<file path="src/hw/etx_defines.svh">
`ifndef ETX_DEFINES_SVH
`define ETX_DEFINES_SVH

// ##################################################
// Link transmit sizing
// ##################################################

// Packets held between capture and serializer
// Keep this a power of two so the pointers wrap on their own
`define ETX_FIFO_DEPTH 4

// Pointer width of the packet FIFO
`define ETX_FIFO_AW $clog2(`ETX_FIFO_DEPTH)

// Full emesh packet width
`define ETX_PW 104

`endif

</file>
<file path="src/hw/etx_pkg.sv">
`include "etx_defines.svh"

package etx_pkg;

   // ##################################################
   // Access width of a transaction
   // ##################################################
   typedef enum logic [1:0] {
      DM_BYTE   = 2'b00,
      DM_HALF   = 2'b01,
      DM_WORD   = 2'b10,
      DM_DOUBLE = 2'b11
   } datamode_e;

   // ##################################################
   // Packet layout
   // ##################################################

   // Most significant field first, 104 bits in total
   typedef struct packed {
      logic [3:0]  ctrlmode;
      logic [31:0] srcaddr;
      logic [31:0] data;
      logic [31:0] dstaddr;
      datamode_e   datamode;
      logic        write;
      logic        access;
   } emesh_fields_s;

   // Field view for packer and serializer
   // Raw view for storage in the FIFO
   typedef union packed {
      emesh_fields_s      fields;
      logic [`ETX_PW-1:0] raw;
   } emesh_packet_u;

endpackage

</file>
<file path="src/hw/etx_fifo_if.sv">
`timescale 1ns/1ns

interface etx_fifo_if;

   // Oldest entry in the FIFO
   logic                    head_valid;
   etx_pkg::emesh_packet_u  head_packet;

   // Entry right behind the head
   // Used for burst lookahead
   logic                    next_valid;
   etx_pkg::emesh_packet_u  next_packet;

   // Removes the head at the clock edge
   logic                    pop;

   // FIFO side
   modport buffer (
      output head_valid,
      output head_packet,
      output next_valid,
      output next_packet,
      input  pop
   );

   // Serializer side
   modport serializer (
      input  head_valid,
      input  head_packet,
      input  next_valid,
      input  next_packet,
      output pop
   );

endinterface

</file>
<file path="src/hw/etx_packer.sv">
`timescale 1ns/1ns

module etx_packer (
   input  logic                   tx_lclk,
   input  logic                   ioreset,
   input  logic                   fab_access,
   input  logic                   fab_write,
   input  etx_pkg::datamode_e     fab_datamode,
   input  logic [3:0]             fab_ctrlmode,
   input  logic [31:0]            fab_dstaddr,
   input  logic [31:0]            fab_data,
   input  logic [31:0]            fab_srcaddr,
   output logic                   fab_wait,
   output logic                   push,
   output etx_pkg::emesh_packet_u packet,
   input  logic                   full
);

   logic                   cap_valid;
   etx_pkg::emesh_packet_u cap_packet;
   logic                   accept;

   // ##################################################
   // Fabric handshake
   // ##################################################

   // Stall only when the capture slot is stuck behind a full FIFO
   assign fab_wait = cap_valid & full;
   assign accept   = fab_access & ~fab_wait;

   // Drain into the FIFO whenever it has room
   assign push   = cap_valid & ~full;
   assign packet = cap_packet;

   // Slot occupancy
   always_ff @(posedge tx_lclk or posedge ioreset) begin
      if (ioreset) begin
         cap_valid <= 1'b0;
      end else if (accept) begin
         cap_valid <= 1'b1;
      end else if (push) begin
         cap_valid <= 1'b0;
      end
   end

   // ##################################################
   // Packet assembly
   // ##################################################
   always_ff @(posedge tx_lclk) begin
      if (accept) begin
         cap_packet.fields.ctrlmode <= fab_ctrlmode;
         cap_packet.fields.srcaddr  <= fab_srcaddr;
         cap_packet.fields.data     <= fab_data;
         cap_packet.fields.dstaddr  <= fab_dstaddr;
         cap_packet.fields.datamode <= fab_datamode;
         cap_packet.fields.write    <= fab_write;
         // Every captured transaction is a valid access
         cap_packet.fields.access   <= 1'b1;
      end
   end

   // Stalled request stays on the fabric unchanged until taken
   a_fab_hold : assert property (
      @(posedge tx_lclk) disable iff (ioreset)
         fab_access && fab_wait |=> fab_access
            && $stable({fab_write, fab_datamode, fab_ctrlmode})
            && $stable({fab_dstaddr, fab_data, fab_srcaddr})
   );

endmodule

</file>
<file path="src/hw/etx_fifo.sv">
`timescale 1ns/1ns
`include "etx_defines.svh"

module etx_fifo (
   input  logic                   tx_lclk,
   input  logic                   ioreset,
   input  logic                   push,
   input  etx_pkg::emesh_packet_u packet,
   output logic                   full,
   etx_fifo_if.buffer             fifo
);

   // Raw packet store
   logic [`ETX_PW-1:0]      mem [`ETX_FIFO_DEPTH];

   logic [`ETX_FIFO_AW-1:0] wr_ptr;
   logic [`ETX_FIFO_AW-1:0] rd_ptr;
   logic [`ETX_FIFO_AW-1:0] nx_ptr;
   logic [`ETX_FIFO_AW:0]   count;
   logic                    do_push;
   logic                    do_pop;

   // ##################################################
   // Flags
   // ##################################################
   assign full    = (count == (`ETX_FIFO_AW+1)'(`ETX_FIFO_DEPTH));
   assign do_pop  = fifo.pop & fifo.head_valid;
   // A pop in the same cycle frees a slot
   assign do_push = push & (~full | do_pop);

   // ##################################################
   // Read side
   // ##################################################

   // Slot behind the head, wraps with the pointer
   assign nx_ptr = rd_ptr + 1'b1;

   assign fifo.head_valid      = (count != '0);
   assign fifo.head_packet.raw = mem[rd_ptr];
   assign fifo.next_valid      = (count > (`ETX_FIFO_AW+1)'(1));
   assign fifo.next_packet.raw = mem[nx_ptr];

   // ##################################################
   // Pointers and count
   // ##################################################
   always_ff @(posedge tx_lclk or posedge ioreset) begin
      if (ioreset) begin
         wr_ptr <= '0;
         rd_ptr <= '0;
         count  <= '0;
      end else begin
         if (do_push) begin
            wr_ptr <= wr_ptr + 1'b1;
         end
         if (do_pop) begin
            rd_ptr <= nx_ptr;
         end
         case ({do_push, do_pop})
            2'b10:   count <= count + 1'b1;
            2'b01:   count <= count - 1'b1;
            default: count <= count;
         endcase
      end
   end

   // Storage write
   always_ff @(posedge tx_lclk) begin
      if (do_push) begin
         mem[wr_ptr] <= packet.raw;
      end
   end

   // Occupancy bound
   a_count_max : assert property (
      @(posedge tx_lclk) disable iff (ioreset)
         count <= (`ETX_FIFO_AW+1)'(`ETX_FIFO_DEPTH)
   );

   // Serializer only pops an entry that exists
   a_pop_empty : assert property (
      @(posedge tx_lclk) disable iff (ioreset) fifo.pop |-> (count != '0)
   );

endmodule

</file>
<file path="src/hw/etx_io.sv">
`timescale 1ns/1ns

module etx_io (
   input  logic           tx_lclk,
   input  logic           ioreset,
   etx_fifo_if.serializer fifo,
   input  logic           tx_wr_wait,
   input  logic           tx_rd_wait,
   output logic           txo_frame,
   output logic [7:0]     txo_data
);

   // Head is the packet on the wire, next is the burst candidate
   etx_pkg::emesh_fields_s cur;
   etx_pkg::emesh_fields_s nxt;

   // One bit per byte of the frame
   logic [13:0] tx_pointer;
   logic        busy;
   logic        last;
   logic        blocked;
   logic        start;
   logic        burst;
   logic [7:0]  tx_byte;

   assign cur = fifo.head_packet.fields;
   assign nxt = fifo.next_packet.fields;

   assign busy = |tx_pointer;
   assign last = tx_pointer[13];

   // ##################################################
   // Start and burst decisions
   // ##################################################

   // Pushback of the matching kind
   assign blocked = cur.write ? tx_wr_wait : tx_rd_wait;
   assign start   = ~busy & fifo.head_valid & ~blocked;

   // Next 64-bit write to the following doubleword
   assign burst = cur.write & (cur.datamode == etx_pkg::DM_DOUBLE)
                & fifo.next_valid & nxt.write
                & (nxt.datamode == etx_pkg::DM_DOUBLE)
                & (nxt.ctrlmode == cur.ctrlmode)
                & (nxt.dstaddr == cur.dstaddr + 32'd8)
                & ~tx_wr_wait;

   // Head leaves with its final byte
   assign fifo.pop = last;

   // ##################################################
   // Byte pointer
   // ##################################################
   always_ff @(posedge tx_lclk or posedge ioreset) begin
      if (ioreset) begin
         tx_pointer <= '0;
      end else if (start) begin
         tx_pointer <= 14'h0001;
      end else if (last) begin
         // Continuation skips the header and goes on with data
         tx_pointer <= burst ? 14'h0040 : 14'h0000;
      end else begin
         tx_pointer <= tx_pointer << 1;
      end
   end

   // ##################################################
   // Byte select
   // ##################################################
   always_comb begin
      case (1'b1)
         tx_pointer[0]:  tx_byte = {cur.ctrlmode, cur.dstaddr[31:28]};
         // Read flag in the top bit
         tx_pointer[1]:  tx_byte = {~cur.write, 7'b0};
         tx_pointer[2]:  tx_byte = cur.dstaddr[27:20];
         tx_pointer[3]:  tx_byte = cur.dstaddr[19:12];
         tx_pointer[4]:  tx_byte = cur.dstaddr[11:4];
         tx_pointer[5]:  tx_byte = {cur.dstaddr[3:0], cur.datamode, cur.write, cur.access};
         // Data, high byte first
         tx_pointer[6]:  tx_byte = cur.data[31:24];
         tx_pointer[7]:  tx_byte = cur.data[23:16];
         tx_pointer[8]:  tx_byte = cur.data[15:8];
         tx_pointer[9]:  tx_byte = cur.data[7:0];
         // Source address, high byte first
         tx_pointer[10]: tx_byte = cur.srcaddr[31:24];
         tx_pointer[11]: tx_byte = cur.srcaddr[23:16];
         tx_pointer[12]: tx_byte = cur.srcaddr[15:8];
         tx_pointer[13]: tx_byte = cur.srcaddr[7:0];
         default:        tx_byte = 8'h00;
      endcase
   end

   // Pin registers
   always_ff @(posedge tx_lclk or posedge ioreset) begin
      if (ioreset) begin
         txo_frame <= 1'b0;
         txo_data  <= 8'h00;
      end else begin
         txo_frame <= busy;
         txo_data  <= tx_byte;
      end
   end

   // Shortest frame is one full packet
   a_frame_whole : assert property (
      @(posedge tx_lclk) disable iff (ioreset) $rose(txo_frame) |-> txo_frame[*14]
   );

endmodule

</file>
<file path="src/hw/etx.sv">
`timescale 1ns/1ns

module etx (
   input  logic        tx_lclk,
   input  logic        ioreset,
   // Fabric side
   input  logic        fab_access,
   input  logic        fab_write,
   input  logic [1:0]  fab_datamode,
   input  logic [3:0]  fab_ctrlmode,
   input  logic [31:0] fab_dstaddr,
   input  logic [31:0] fab_data,
   input  logic [31:0] fab_srcaddr,
   output logic        fab_wait,
   // Link side
   input  logic        tx_wr_wait,
   input  logic        tx_rd_wait,
   output logic        txo_frame,
   output logic [7:0]  txo_data
);

   // Capture to FIFO write side
   logic                   push;
   logic                   full;
   etx_pkg::emesh_packet_u packet;

   // FIFO read side
   etx_fifo_if fifo_if ();

   // ##################################################
   // Capture stage
   // ##################################################
   etx_packer packer0 (
      .tx_lclk      (tx_lclk),
      .ioreset      (ioreset),
      .fab_access   (fab_access),
      .fab_write    (fab_write),
      .fab_datamode (etx_pkg::datamode_e'(fab_datamode)),
      .fab_ctrlmode (fab_ctrlmode),
      .fab_dstaddr  (fab_dstaddr),
      .fab_data     (fab_data),
      .fab_srcaddr  (fab_srcaddr),
      .fab_wait     (fab_wait),
      .push         (push),
      .packet       (packet),
      .full         (full)
   );

   // Packet buffer
   etx_fifo fifo0 (
      .tx_lclk (tx_lclk),
      .ioreset (ioreset),
      .push    (push),
      .packet  (packet),
      .full    (full),
      .fifo    (fifo_if.buffer)
   );

   // ##################################################
   // Serializer
   // ##################################################
   etx_io io0 (
      .tx_lclk    (tx_lclk),
      .ioreset    (ioreset),
      .fifo       (fifo_if.serializer),
      .tx_wr_wait (tx_wr_wait),
      .tx_rd_wait (tx_rd_wait),
      .txo_frame  (txo_frame),
      .txo_data   (txo_data)
   );

endmodule

</file>
<file path="config.mk">
export PLATFORM = sky130hd
export DESIGN_NAME = etx
export DESIGN_NICKNAME = d
export VERILOG_FILES = /design/src/hw/etx_pkg.sv /design/src/hw/etx_fifo_if.sv /design/src/hw/etx_packer.sv /design/src/hw/etx_fifo.sv /design/src/hw/etx_io.sv /design/src/hw/etx.sv
export VERILOG_INCLUDE_DIRS = /design/src /design/src/hw
export SDC_FILE = /design/constraint.sdc
export NUM_CORES = 1
export LEC_CHECK = 0
export BUFFER_PORTS_ARGS = -buffer_cell sky130_fd_sc_hd__buf_2
export CAP_MARGIN = 20
export CORE_MARGIN = 10
export CORE_UTILIZATION = 60
export DETAILED_ROUTE_END_ITERATION = 6
export PLACE_DENSITY = 0.78
export SLEW_MARGIN = 5
export SYNTH_ARGS = -nofsm -noshare
export SYNTH_HDL_FRONTEND = slang
export SYNTH_SLANG_ARGS = --single-unit
</file>
<file path="constraint.sdc">
create_clock -name tx_lclk -period 4.99 [get_ports tx_lclk]
set_input_delay 0.499 -clock tx_lclk [delete_from_list [all_inputs] [get_ports tx_lclk]]
set_output_delay 0.499 -clock tx_lclk [all_outputs]
set_load 0.05 [all_outputs]
</file>
# Word-level counts from Yosys, hierarchy flattened
# Memories as Yosys holds them, arrays and structs flattened.
# Cells that the tools add are included.
# classes
n_eq_ne	7
n_mux	23
magnitude_cmp	1
bitwise	21
n_addsub	5
reduce_logical	4
# op_table
cell	n
8-bit two-way mux	14
32-bit by 4-bit adder with 32-bit output (second input constant)	1
32-bit equality test	1
14-bit two-way mux	2
1-bit bitwise AND	14
14-bit OR reduction	1
7-bit two-way mux	1
2-bit equality test (second input constant)	3
1-bit inverter	6
3-bit case mux with 2 select lines	1
1-bit two-way mux	5
2-bit by 1-bit adder with 2-bit output (second input constant)	2
4-bit equality test	1
2-bit nonzero test	2
3-bit by 1-bit adder with 3-bit output (second input constant)	1
3-bit equality test (second input constant)	1
3-bit by 1-bit > comparator with 1-bit output (second input constant)	1
3-bit nonzero test	1
3-bit by 1-bit subtractor with 3-bit output (second input constant)	1
2-bit by 1-bit equality test with 1-bit output (second input constant)	1
1-bit bitwise OR	1
# word_totals
reg_bits	134
n_memories	1
ramBits	412
# mem_list
memory	words	width	rd	rd_clocked_by_memory_dff	wr	line	source
fifo0.mem	4	103	2	0	1	etx_fifo.sv:14	logic [`ETX_PW-1:0] mem [`ETX_FIFO_DEPTH];

# Depth between registers and ports, before layout
# Gate-level depths: netlist (run 1).
# An unclocked memory read counts as a cell.
# logic_depth
ltp_word	15
depth_mapped	15
mapped_depth_nobuf	9

# Hierarchy
# From an unflattened synthesis (run 1), not the netlist that was laid out.
# unflattened
hier_cells	1192
area_unflattened_um2	23919.2
# by_module_without_submodules
module	area_per_inst_um2	cells_each	instances
etx_fifo	18026.0	730	1
etx_packer	3165.5	111	1
etx_io	2727.6	351	1

# Worst setup path before layout (run 1)
# OpenSTA, ideal clock, no wires.
# synth_path
path_kind	reg-to-reg
startpoint	register fifo0.count[0]
endpoint	memory fifo0.mem[0][0] in the netlist's numbering (enable)
arrival_time_ns	3.482
slack_ns	1.034
stages_incl_launch_ff	5
required_time_ns	4.516
path_buffers	0
cell_sequence	dfrtp_1 > inv_1 > ha_1 > a21boi_1 > and2_1
# synth_via
elab_chain_len	6
# synth_lines
element	line	source
start: declaration	etx_fifo.sv:19	logic [`ETX_FIFO_AW:0] count;
start signal: assignment	etx_fifo.sv:59	2'b10: count <= count + 1'b1;
start signal: assignment	etx_fifo.sv:60	2'b01: count <= count - 1'b1;
start signal: assignment	etx_fifo.sv:61	default: count <= count;
3-bit nonzero test or 3-bit equality test (tied branches)	etx_fifo.sv:38, etx_fifo.sv:26	
1-bit bitwise AND or 1-bit inverter (tied branches)	etx_fifo.sv:27, etx_packer.sv:32, etx_fifo.sv:29	
1-bit bitwise OR or 1-bit bitwise AND (tied branches)	etx_fifo.sv:29, etx_packer.sv:32	
1-bit bitwise AND *	etx_fifo.sv:29	assign do_push = push & (~full | do_pop);
1-bit two-way mux *	etx_fifo.sv:68	if (do_push) begin
1-bit two-way mux (implied by the code) *	etx_fifo.sv:69	mem[wr_ptr] <= packet.raw;
end: declaration	etx_fifo.sv:14	
# Mark *: on every way between the ends. The rest lies on a longest branch, timed or not.

# Worst setup path in the final report (run 1)
# layout_path
startpoint	register fifo0.rd_ptr[0]
endpoint	register io0.tx_pointer[6]
# layout_via
elab_chain_len	12
# layout_lines
element	line	source
start: declaration	etx_fifo.sv:17	logic [`ETX_FIFO_AW-1:0] rd_ptr;
start signal: assignment	etx_fifo.sv:56	rd_ptr <= nx_ptr;
memory 4 x 103 bit *	-	
parallel branches: the longest is 10 deep, another holds 32-bit by 4-bit adder with 32-bit output	-	
14-bit two-way mux *	etx_io.sv:57	end else if (start) begin
end signal: assignment	etx_io.sv:61	tx_pointer <= burst ? 14'h0040 : 14'h0000;
end signal: assignment	etx_io.sv:63	tx_pointer <= tx_pointer << 1;
end: declaration	etx_io.sv:18	logic [13:0] tx_pointer;
# Every way passes the cells marked *.
# A chain may end at the register's enable or synchronous reset.

==> results of run 1 <==
## final cells by class
| type | instances | area, µm² | share of cell area |
|---|---|---|---|
| sequential | 546 | 16200 | 0.634 |
| multi-input combinational | 606 | 6080 | 0.237 |
| clock buffer | 66 | 1440 | 0.0561 |
| timing repair buffer | 130 | 761 | 0.0297 |
| tap | 511 | 639 | 0.0250 |
| clock inverter | 31 | 399 | 0.0156 |
| inverter | 16 | 60.1 | 0.00234 |
## cells in the final DEF (no fill, tap or decap), types with 33 or more instances in the layout
| master | instances |
|---|---|
| buf_2 | 117 |
| edfxtp_1 | 515 |
| nor2_1 | 38 |
| mux4_2 | 105 |
| xnor2_1 | 72 |
| mux2i_1 | 62 |
| xor2_1 | 33 |
| clkbuf_16 | 55 |
| nand2_1 | 57 |
## stage by stage
| step | hold WS, ns | total power, W | worst slack [ns] | util |
|---|---|---|---|---|
| final | 0.0577 | 0.0158 | 1.41 | 0.683 |
| after global routing | 0.0340 | 0.0165 | 1.14 | 0.683 |
| after CTS | 0.0315 | 0.0158 | 1.41 | 0.683 |
| after detailed placement | 0.481 | 0.0116 | 1.43 | 0.634 |
| after global placement | 0.469 | 0.0115 | 1.48 | 0.634 |
| after floorplan | 0.459 | 0.0103 | 1.03 | - |
## power by group through the flow
| stage | Sequential [W] | Clock [W] | Combinational (W) |
|---|---|---|---|
| 2_1_floorplan | 0.00674 | 0 | 0.00354 |
| 3_3_place_gp | 0.00697 | 0 | 0.00452 |
| 3_5_place_dp | 0.00704 | 0 | 0.00459 |
| 4_1_cts | 0.00697 | 0.00422 | 0.00465 |
| 5_1_grt | 0.00709 | 0.00440 | 0.00497 |
| 6_report | 0.00697 | 0.00416 | 0.00464 |
## repair_timing
action	4_1_cts	5_1_grt
hold buffers	1	0
gates resized for setup	0	0
hold endpoints to repair	31	0
## final timing paths
check,from,endpoint,slack [ns]
max in group asynchronous,ioreset,fifo0.rd_ptr[0],4.09
min reg2reg,packer0.packet[78],fifo0.mem[0][77],0.49
min in group asynchronous,ioreset,io0.txo_data[3],0.53
min,fab_ctrlmode[1],packer0.packet[101],0.06
max,fifo0.rd_ptr[0],io0.tx_pointer[6],1.41
max reg2reg,fifo0.rd_ptr[0],io0.tx_pointer[6],1.41
## state kept, by name, indices dropped and copies added (netlist names)
signal,flops
packer0.packet,103
fifo0.wr_ptr,2
packer0.cap_valid,1
io0.tx_pointer,14
io0.txo_frame,1
fifo0.count,3
io0.txo_data,8
fifo0.mem,412
fifo0.rd_ptr,2
## worst max-delay path: cells and delay by family (launching register included)
family                    cells  cell delay, ns
AOI/OAI and AO/OA             2            0.52
muxes                         1            0.28
buffers and inverters         1            0.68
and+or+nand+nor               4            0.68
xor gates and xnor gates      1            0.18
DFF                           1            1.12
## cell families (layout without fill, tap and decap cells)
group | after synthesis | count (layout) | share of synthesized area
muxes | 178 | 178 | 0.144
xor gates and xnor gates | 105 | 105 | 0.0406
buffers and inverters | 66 | 243 | 0.0158
DFF | 546 | 546 | 0.717
adders and majority gates | 10 | 10 | 0.00552
and+or+nand+nor | 204 | 204 | 0.0454
AOI/OAI and AO/OA | 109 | 109 | 0.0322
## cell usage after synthesis (6+ instances only)
cell	number	area share
nand2_1	57	0.0094
nor4_1	7	0.0019
buf_4	16	0.0053
ha_1	10	0.0055
xor2_1	33	0.013
edfxtp_1	515	0.68
o21ai_0	29	0.0064
xnor2_1	72	0.028
and2_1	15	0.0041
a21oi_1	21	0.0046
nor2b_1	12	0.0033
mux4_2	105	0.10
nand2b_1	8	0.0022
mux4_1	10	0.012
mux2i_1	62	0.027
a211oi_1	6	0.0020
dfrtp_1	31	0.034
a221oi_1	13	0.0050
inv_1	12	0.0020
clkbuf_1	16	0.0027
nand3_1	14	0.0031
buf_2	15	0.0033
nor2_1	38	0.0063
nor3_1	27	0.0060
nand4_1	13	0.0036
## layer usage
layer / vias up / track usage
met5: - / 0
met4: 0 / 0.0707
met3: 93 / 0.0437
met2: 525 / 0.327
met1: 6005 / 0.285
li1: 5150 / -
==> results.yml, run 1 <==
drt:
  drc: 0
  top_layer: "met4"
  vias: 11800
  wl_um: 47400
  dr.pass1.iters: 5
  route.met2.wl_um: 23100
  drt-met1-wl_um: 19300
  wl_met3_um: 3590
  wl_per_cell_um: 24.9
  ant_nets: 0
  avgViaCountPerCell: 6.18
  drtIter0Drc: 1259
timing:
  rsz0062_at_grt: "false"
  setup_tns_ns: 0
  period_share: 0.718
  tightestPinTransition_ns: 1.11
  setup_viol_count_final: 0
  maxSlewHeadroom: 0.260
  finClkSkew_ns: 0.0285
  finalHoldViolations: 0
  fmaxAchievable_mhz: 279
  drv_slew: 0
  period_minus_slack_ns: 3.58
clock_tree:
  clk_latency_ns: 0.62
  cts.clk_slew.worst_paths_ns: 0.06
  cts_tree: "done"
  h-tree-depth: 2
  clock_path_buffers: 3
  cts_buffers: 54
  post_cts_buffers: 0
  clkSinkCount: 546
  cts-root-buf: "clkbuf_16"
final_layout:
  drive_above_1_share: 0.239
  antenna_cells: 0
  final-instance-count-excl-fill: 1906
  layout-area-overhead-vs-synth_pct: 13.1
  postLayoutCellArea_um2: 25600
  num-nets-final: 1472
  fillerInstances: 2371
run_status:
  status: "completed"
floorplanning:
  initial_core_util: 0.605
  core_area_um2: 37500
  die-area_um2: 45900
  dieWidth_um: 214
  io_pins: 118
  die_h_um: 214
  fp-row-count: 71
grt:
  grt_start_max_net_pins: 104
  grt_pass1_vias: 12200
  grt_first_pass_wirelength_um: 73600
  grt_use_total: 0.207
  antenna_found_initial: 0
  overflow: 0
setup_path:
  crit_path_start_kind: "flop"
  critical_path_class: "flop to flop"
  crit_chain: "buf_4 > mux2i_1 > xor2_1 > nand4_1 > o32ai_1 > nand4_1 > nor3_1 > nand4_1 > o31ai_2"
  max_stage_delay_ns: 1.12
  reg2reg_depth: 9
  cp.required_ns: 5.50
  crit_path_max_fanout: 67
  crit_top_cell: "nand4_1"
  cp_slowest_cell: "dfrtp_4"
  crit_path_end_kind: "flop"
  cp_data_arrival_time_ns: 4.10
logic_synthesis:
  yosysSeqAreaShare: 0.717
  async_flop_share: 0.0568
  synth.cell_area_um2: 22700
  synth_cells: 1218
  synthFlopType: "edfxtp_1"
  ys_warn_count: 0
  synth_area_per_cell_um2: 18.6
  synth_edf_count: 515
  ys_ff_latch: 546
  synth_nets: 1336
  synth_cell_types: 60
pwr:
  internal_power_w: 0.0106
  power_density_nw_per_um2: 615
  netSwitchingFraction: 0.325
  p_comb_frac: 0.294
  power_frac_clock: 0.264
  p_sw_w: 0.00512
  peakVddDrop_mv: 0.357
  seq_power_share: 0.442
  p_leak_nw: 8.84
min_path:
  min_path_type: "primary input to flop"
  min_path_cells: 1
run:
  maxCapViolations: 0
place:
  dp_hpwl_um: 29500
  portBuffers: 117
  place_inst: 1808
  finalWeightedCongestion: 0.920
  dpl-instance-area_um2: 23800
(Power assumes the default switching activity.)
==> inputs of run 2 (changes only) <==
--- a/config.mk
+++ b/config.mk
@@ -9,9 +9,9 @@
 export BUFFER_PORTS_ARGS = -buffer_cell sky130_fd_sc_hd__buf_2
 export CAP_MARGIN = 20
 export CORE_MARGIN = 10
-export CORE_UTILIZATION = 60
+export CORE_UTILIZATION = 55
 export DETAILED_ROUTE_END_ITERATION = 6
-export PLACE_DENSITY = 0.78
+export PLACE_DENSITY = 0.76
 export SLEW_MARGIN = 5
 export SYNTH_ARGS = -nofsm -noshare
 export SYNTH_HDL_FRONTEND = slang
==> constraint.sdc (replaced) <==
create_clock -name tx_lclk -period 3.26 [get_ports tx_lclk]
set_input_delay 0.326 -clock tx_lclk [delete_from_list [all_inputs] [get_ports tx_lclk]]
set_output_delay 0.326 -clock tx_lclk [all_outputs]
set_load 0.05 [all_outputs]
==> run 2 against run 1 <==
  * Cell count increased by 8.2%
  * Critical endpoint is now io0.txo_data[0]
  * Count of clock-buffer cells in the layout decreased by 4
  * Flip-flop and latch count is the same
  * Via count grew 3.9%
  * Clock skew fell by 0.0091 ns
==> results.yml, run 2 (same netlist as run 1, synthesis figures left out) <==
run_status:
  status: "completed"
final_layout:
  layout-area-overhead-vs-synth_pct: 19.0
  multi_input_area_um2: 6080
  largest_register_ffs: 412
  layout_common_cells: "515 x edfxtp_1, 117 x buf_2, 105 x mux4_2, 105 x dlygate4sd3_1, 72 x xnor2_1"
  antenna_cells: 0
  drive_above_1_share: 0.239
  postLayoutCellArea_um2: 27000
  top_register: "fifo0.mem"
  num-nets-final: 1605
  fillerInstances: 2669
  regArea_um2: 16200
  final_common_cell: "edfxtp_1"
place:
  dpl-instance-area_um2: 24100
  portBuffers: 117
  dp_hpwl_um: 30900
  finalWeightedCongestion: 0.991
  dp_slack_ns: 0.181
clock_tree:
  cts.clk_slew.worst_paths_ns: 0.06
  clk_latency_ns: 0.62
  cts_buffers: 53
  cts-root-buf: "clkbuf_16"
  clkSinkCount: 546
  clock_path_buffers: 3
  h-tree-depth: 2
  cts_tree: "done"
timing:
  finalHoldViolations: 0
  maxSlewHeadroom: 0.386
  drv_slew: 0
  final.setup.worst_slack_ns: 0.224
  setup_viol_count_final: 0
  holdWs_ns: 0.216
  rsz0062_at_grt: "false"
  period_share: 0.931
  period_minus_slack_ns: 3.04
  finClkSkew_ns: 0.0193
  setup_tns_ns: 0
  fmaxAchievable_mhz: 329
  tightestPinTransition_ns: 0.921
grt:
  antenna_found_initial: 0
  use_met2: 0.318
  overflow: 0
  grt_use_total: 0.196
  grt_start_max_net_pins: 104
  busiest_layer: "met2"
  grt_first_pass_wirelength_um: 75800
  grt_pass1_vias: 12800
  met3_usage: 0.0337
  met1_usage: 0.264
floorplanning:
  fp-row-count: 74
  die-area_um2: 49700
  dieWidth_um: 223
  die_h_um: 223
  core_area_um2: 40800
  io_pins: 118
  initial_core_util: 0.555
pwr:
  power_density_nw_per_um2: 906
  p_leak_nw: 9.41
  peakVddDrop_mv: 0.496
setup_path:
  crit_path_max_fanout: 44
  reg2reg_depth: 8
  rr_startpoint: "fifo0.rd_ptr[0]"
  critical_path_class: "flop to flop"
  crit_path_start_kind: "flop"
  cp.required_ns: 3.73
  rr_endpoint: "io0.txo_data[0]"
  cp_data_arrival_time_ns: 3.51
  crit_path_end_kind: "flop"
  reg2reg_slack_ns: 0.22
drt:
  wl_per_cell_um: 23.6
  avgViaCountPerCell: 5.93
  dr.pass1.iters: 5
  vias: 12200
  ant_nets: 0
  drc: 0
  drtIter0Drc: 1366
  wl_um: 48600
run:
  maxCapViolations: 0
min_path:
  min_to: "io0.tx_pointer[0]"
  min_path_cells: 4
  min_from: "tx_rd_wait"
  min_path_type: "primary input to flop"
==> run 2: report_power, final <==
group          leakage (nW)  switching, W  total, W  internal, W
Combinational          3.36       0.00440   0.00777      0.00337
Sequential             5.18      0.000921    0.0104      0.00946
Clock                 0.869       0.00263   0.00628      0.00365
==> run 2: through the flow <==
| stage | total power [W] | utilization | std cells |
|---|---|---|---|
| final | 0.0244 | 0.661 | 2062 |
| after global routing | 0.0256 | 0.661 | 2062 |
| after CTS | 0.0245 | 0.660 | 2061 |
| after detailed placement | 0.0181 | 0.590 | 1858 |
| after global placement | 0.0179 | 0.590 | 1858 |
| after floorplan | 0.0157 | - | 1218 |
==> run 2: worst max-delay path, cell delays in order, from the launching register on <==
cell and delay (ns):
dfrtp_4 0.65, buf_12 0.34, mux4_2 0.56, a221oi_1 0.32
o31ai_1 0.15, a31oi_1 0.31, nor3_1 0.12, a211oi_1 0.27
o21ai_0 0.12
==> run 2: metal layers <==
layer  vias up  wire length (µm)
li1       5424                 -
met1      6212             19800
met2       508             24000
met3        93              3400
met4         0              1350
met5         -                 0
==> run 2: final cells by class <==
| class | instances | share of cell area |
|---|---|---|
| inverters | 16 | 0.00223 |
| well taps | 532 | 0.0247 |
| clock inverters | 36 | 0.0163 |
| repair buffers | 264 | 0.0787 |
| clock buffers | 62 | 0.0504 |
| multi-input cells | 606 | 0.225 |
| flip-flops and latches | 546 | 0.602 |
==> run 2: worst max-delay path by stage <==
stage	startpoint	to	slack, ns	cells past startpoint
floorplan	fifo0.rd_ptr[1]	io0.tx_pointer[6]	0.37	12
global placement	fifo0.rd_ptr[0]	io0.txo_data[0]	0.23	8
detailed placement	fifo0.rd_ptr[1]	io0.tx_pointer[6]	0.18	9
CTS	fifo0.rd_ptr[1]	io0.tx_pointer[6]	0.15	9
global route	fifo0.rd_ptr[0]	io0.tx_pointer[6]	0.04	10
finish	fifo0.rd_ptr[0]	io0.txo_data[0]	0.22	8
==> run 2: timing repair <==
item                       4_1_cts  5_1_grt
hold buffers                   105        0
setup endpoints to repair        0        1
gates resized for setup          0        1
buffers inserted                 0        1
hold endpoints to repair       122        0
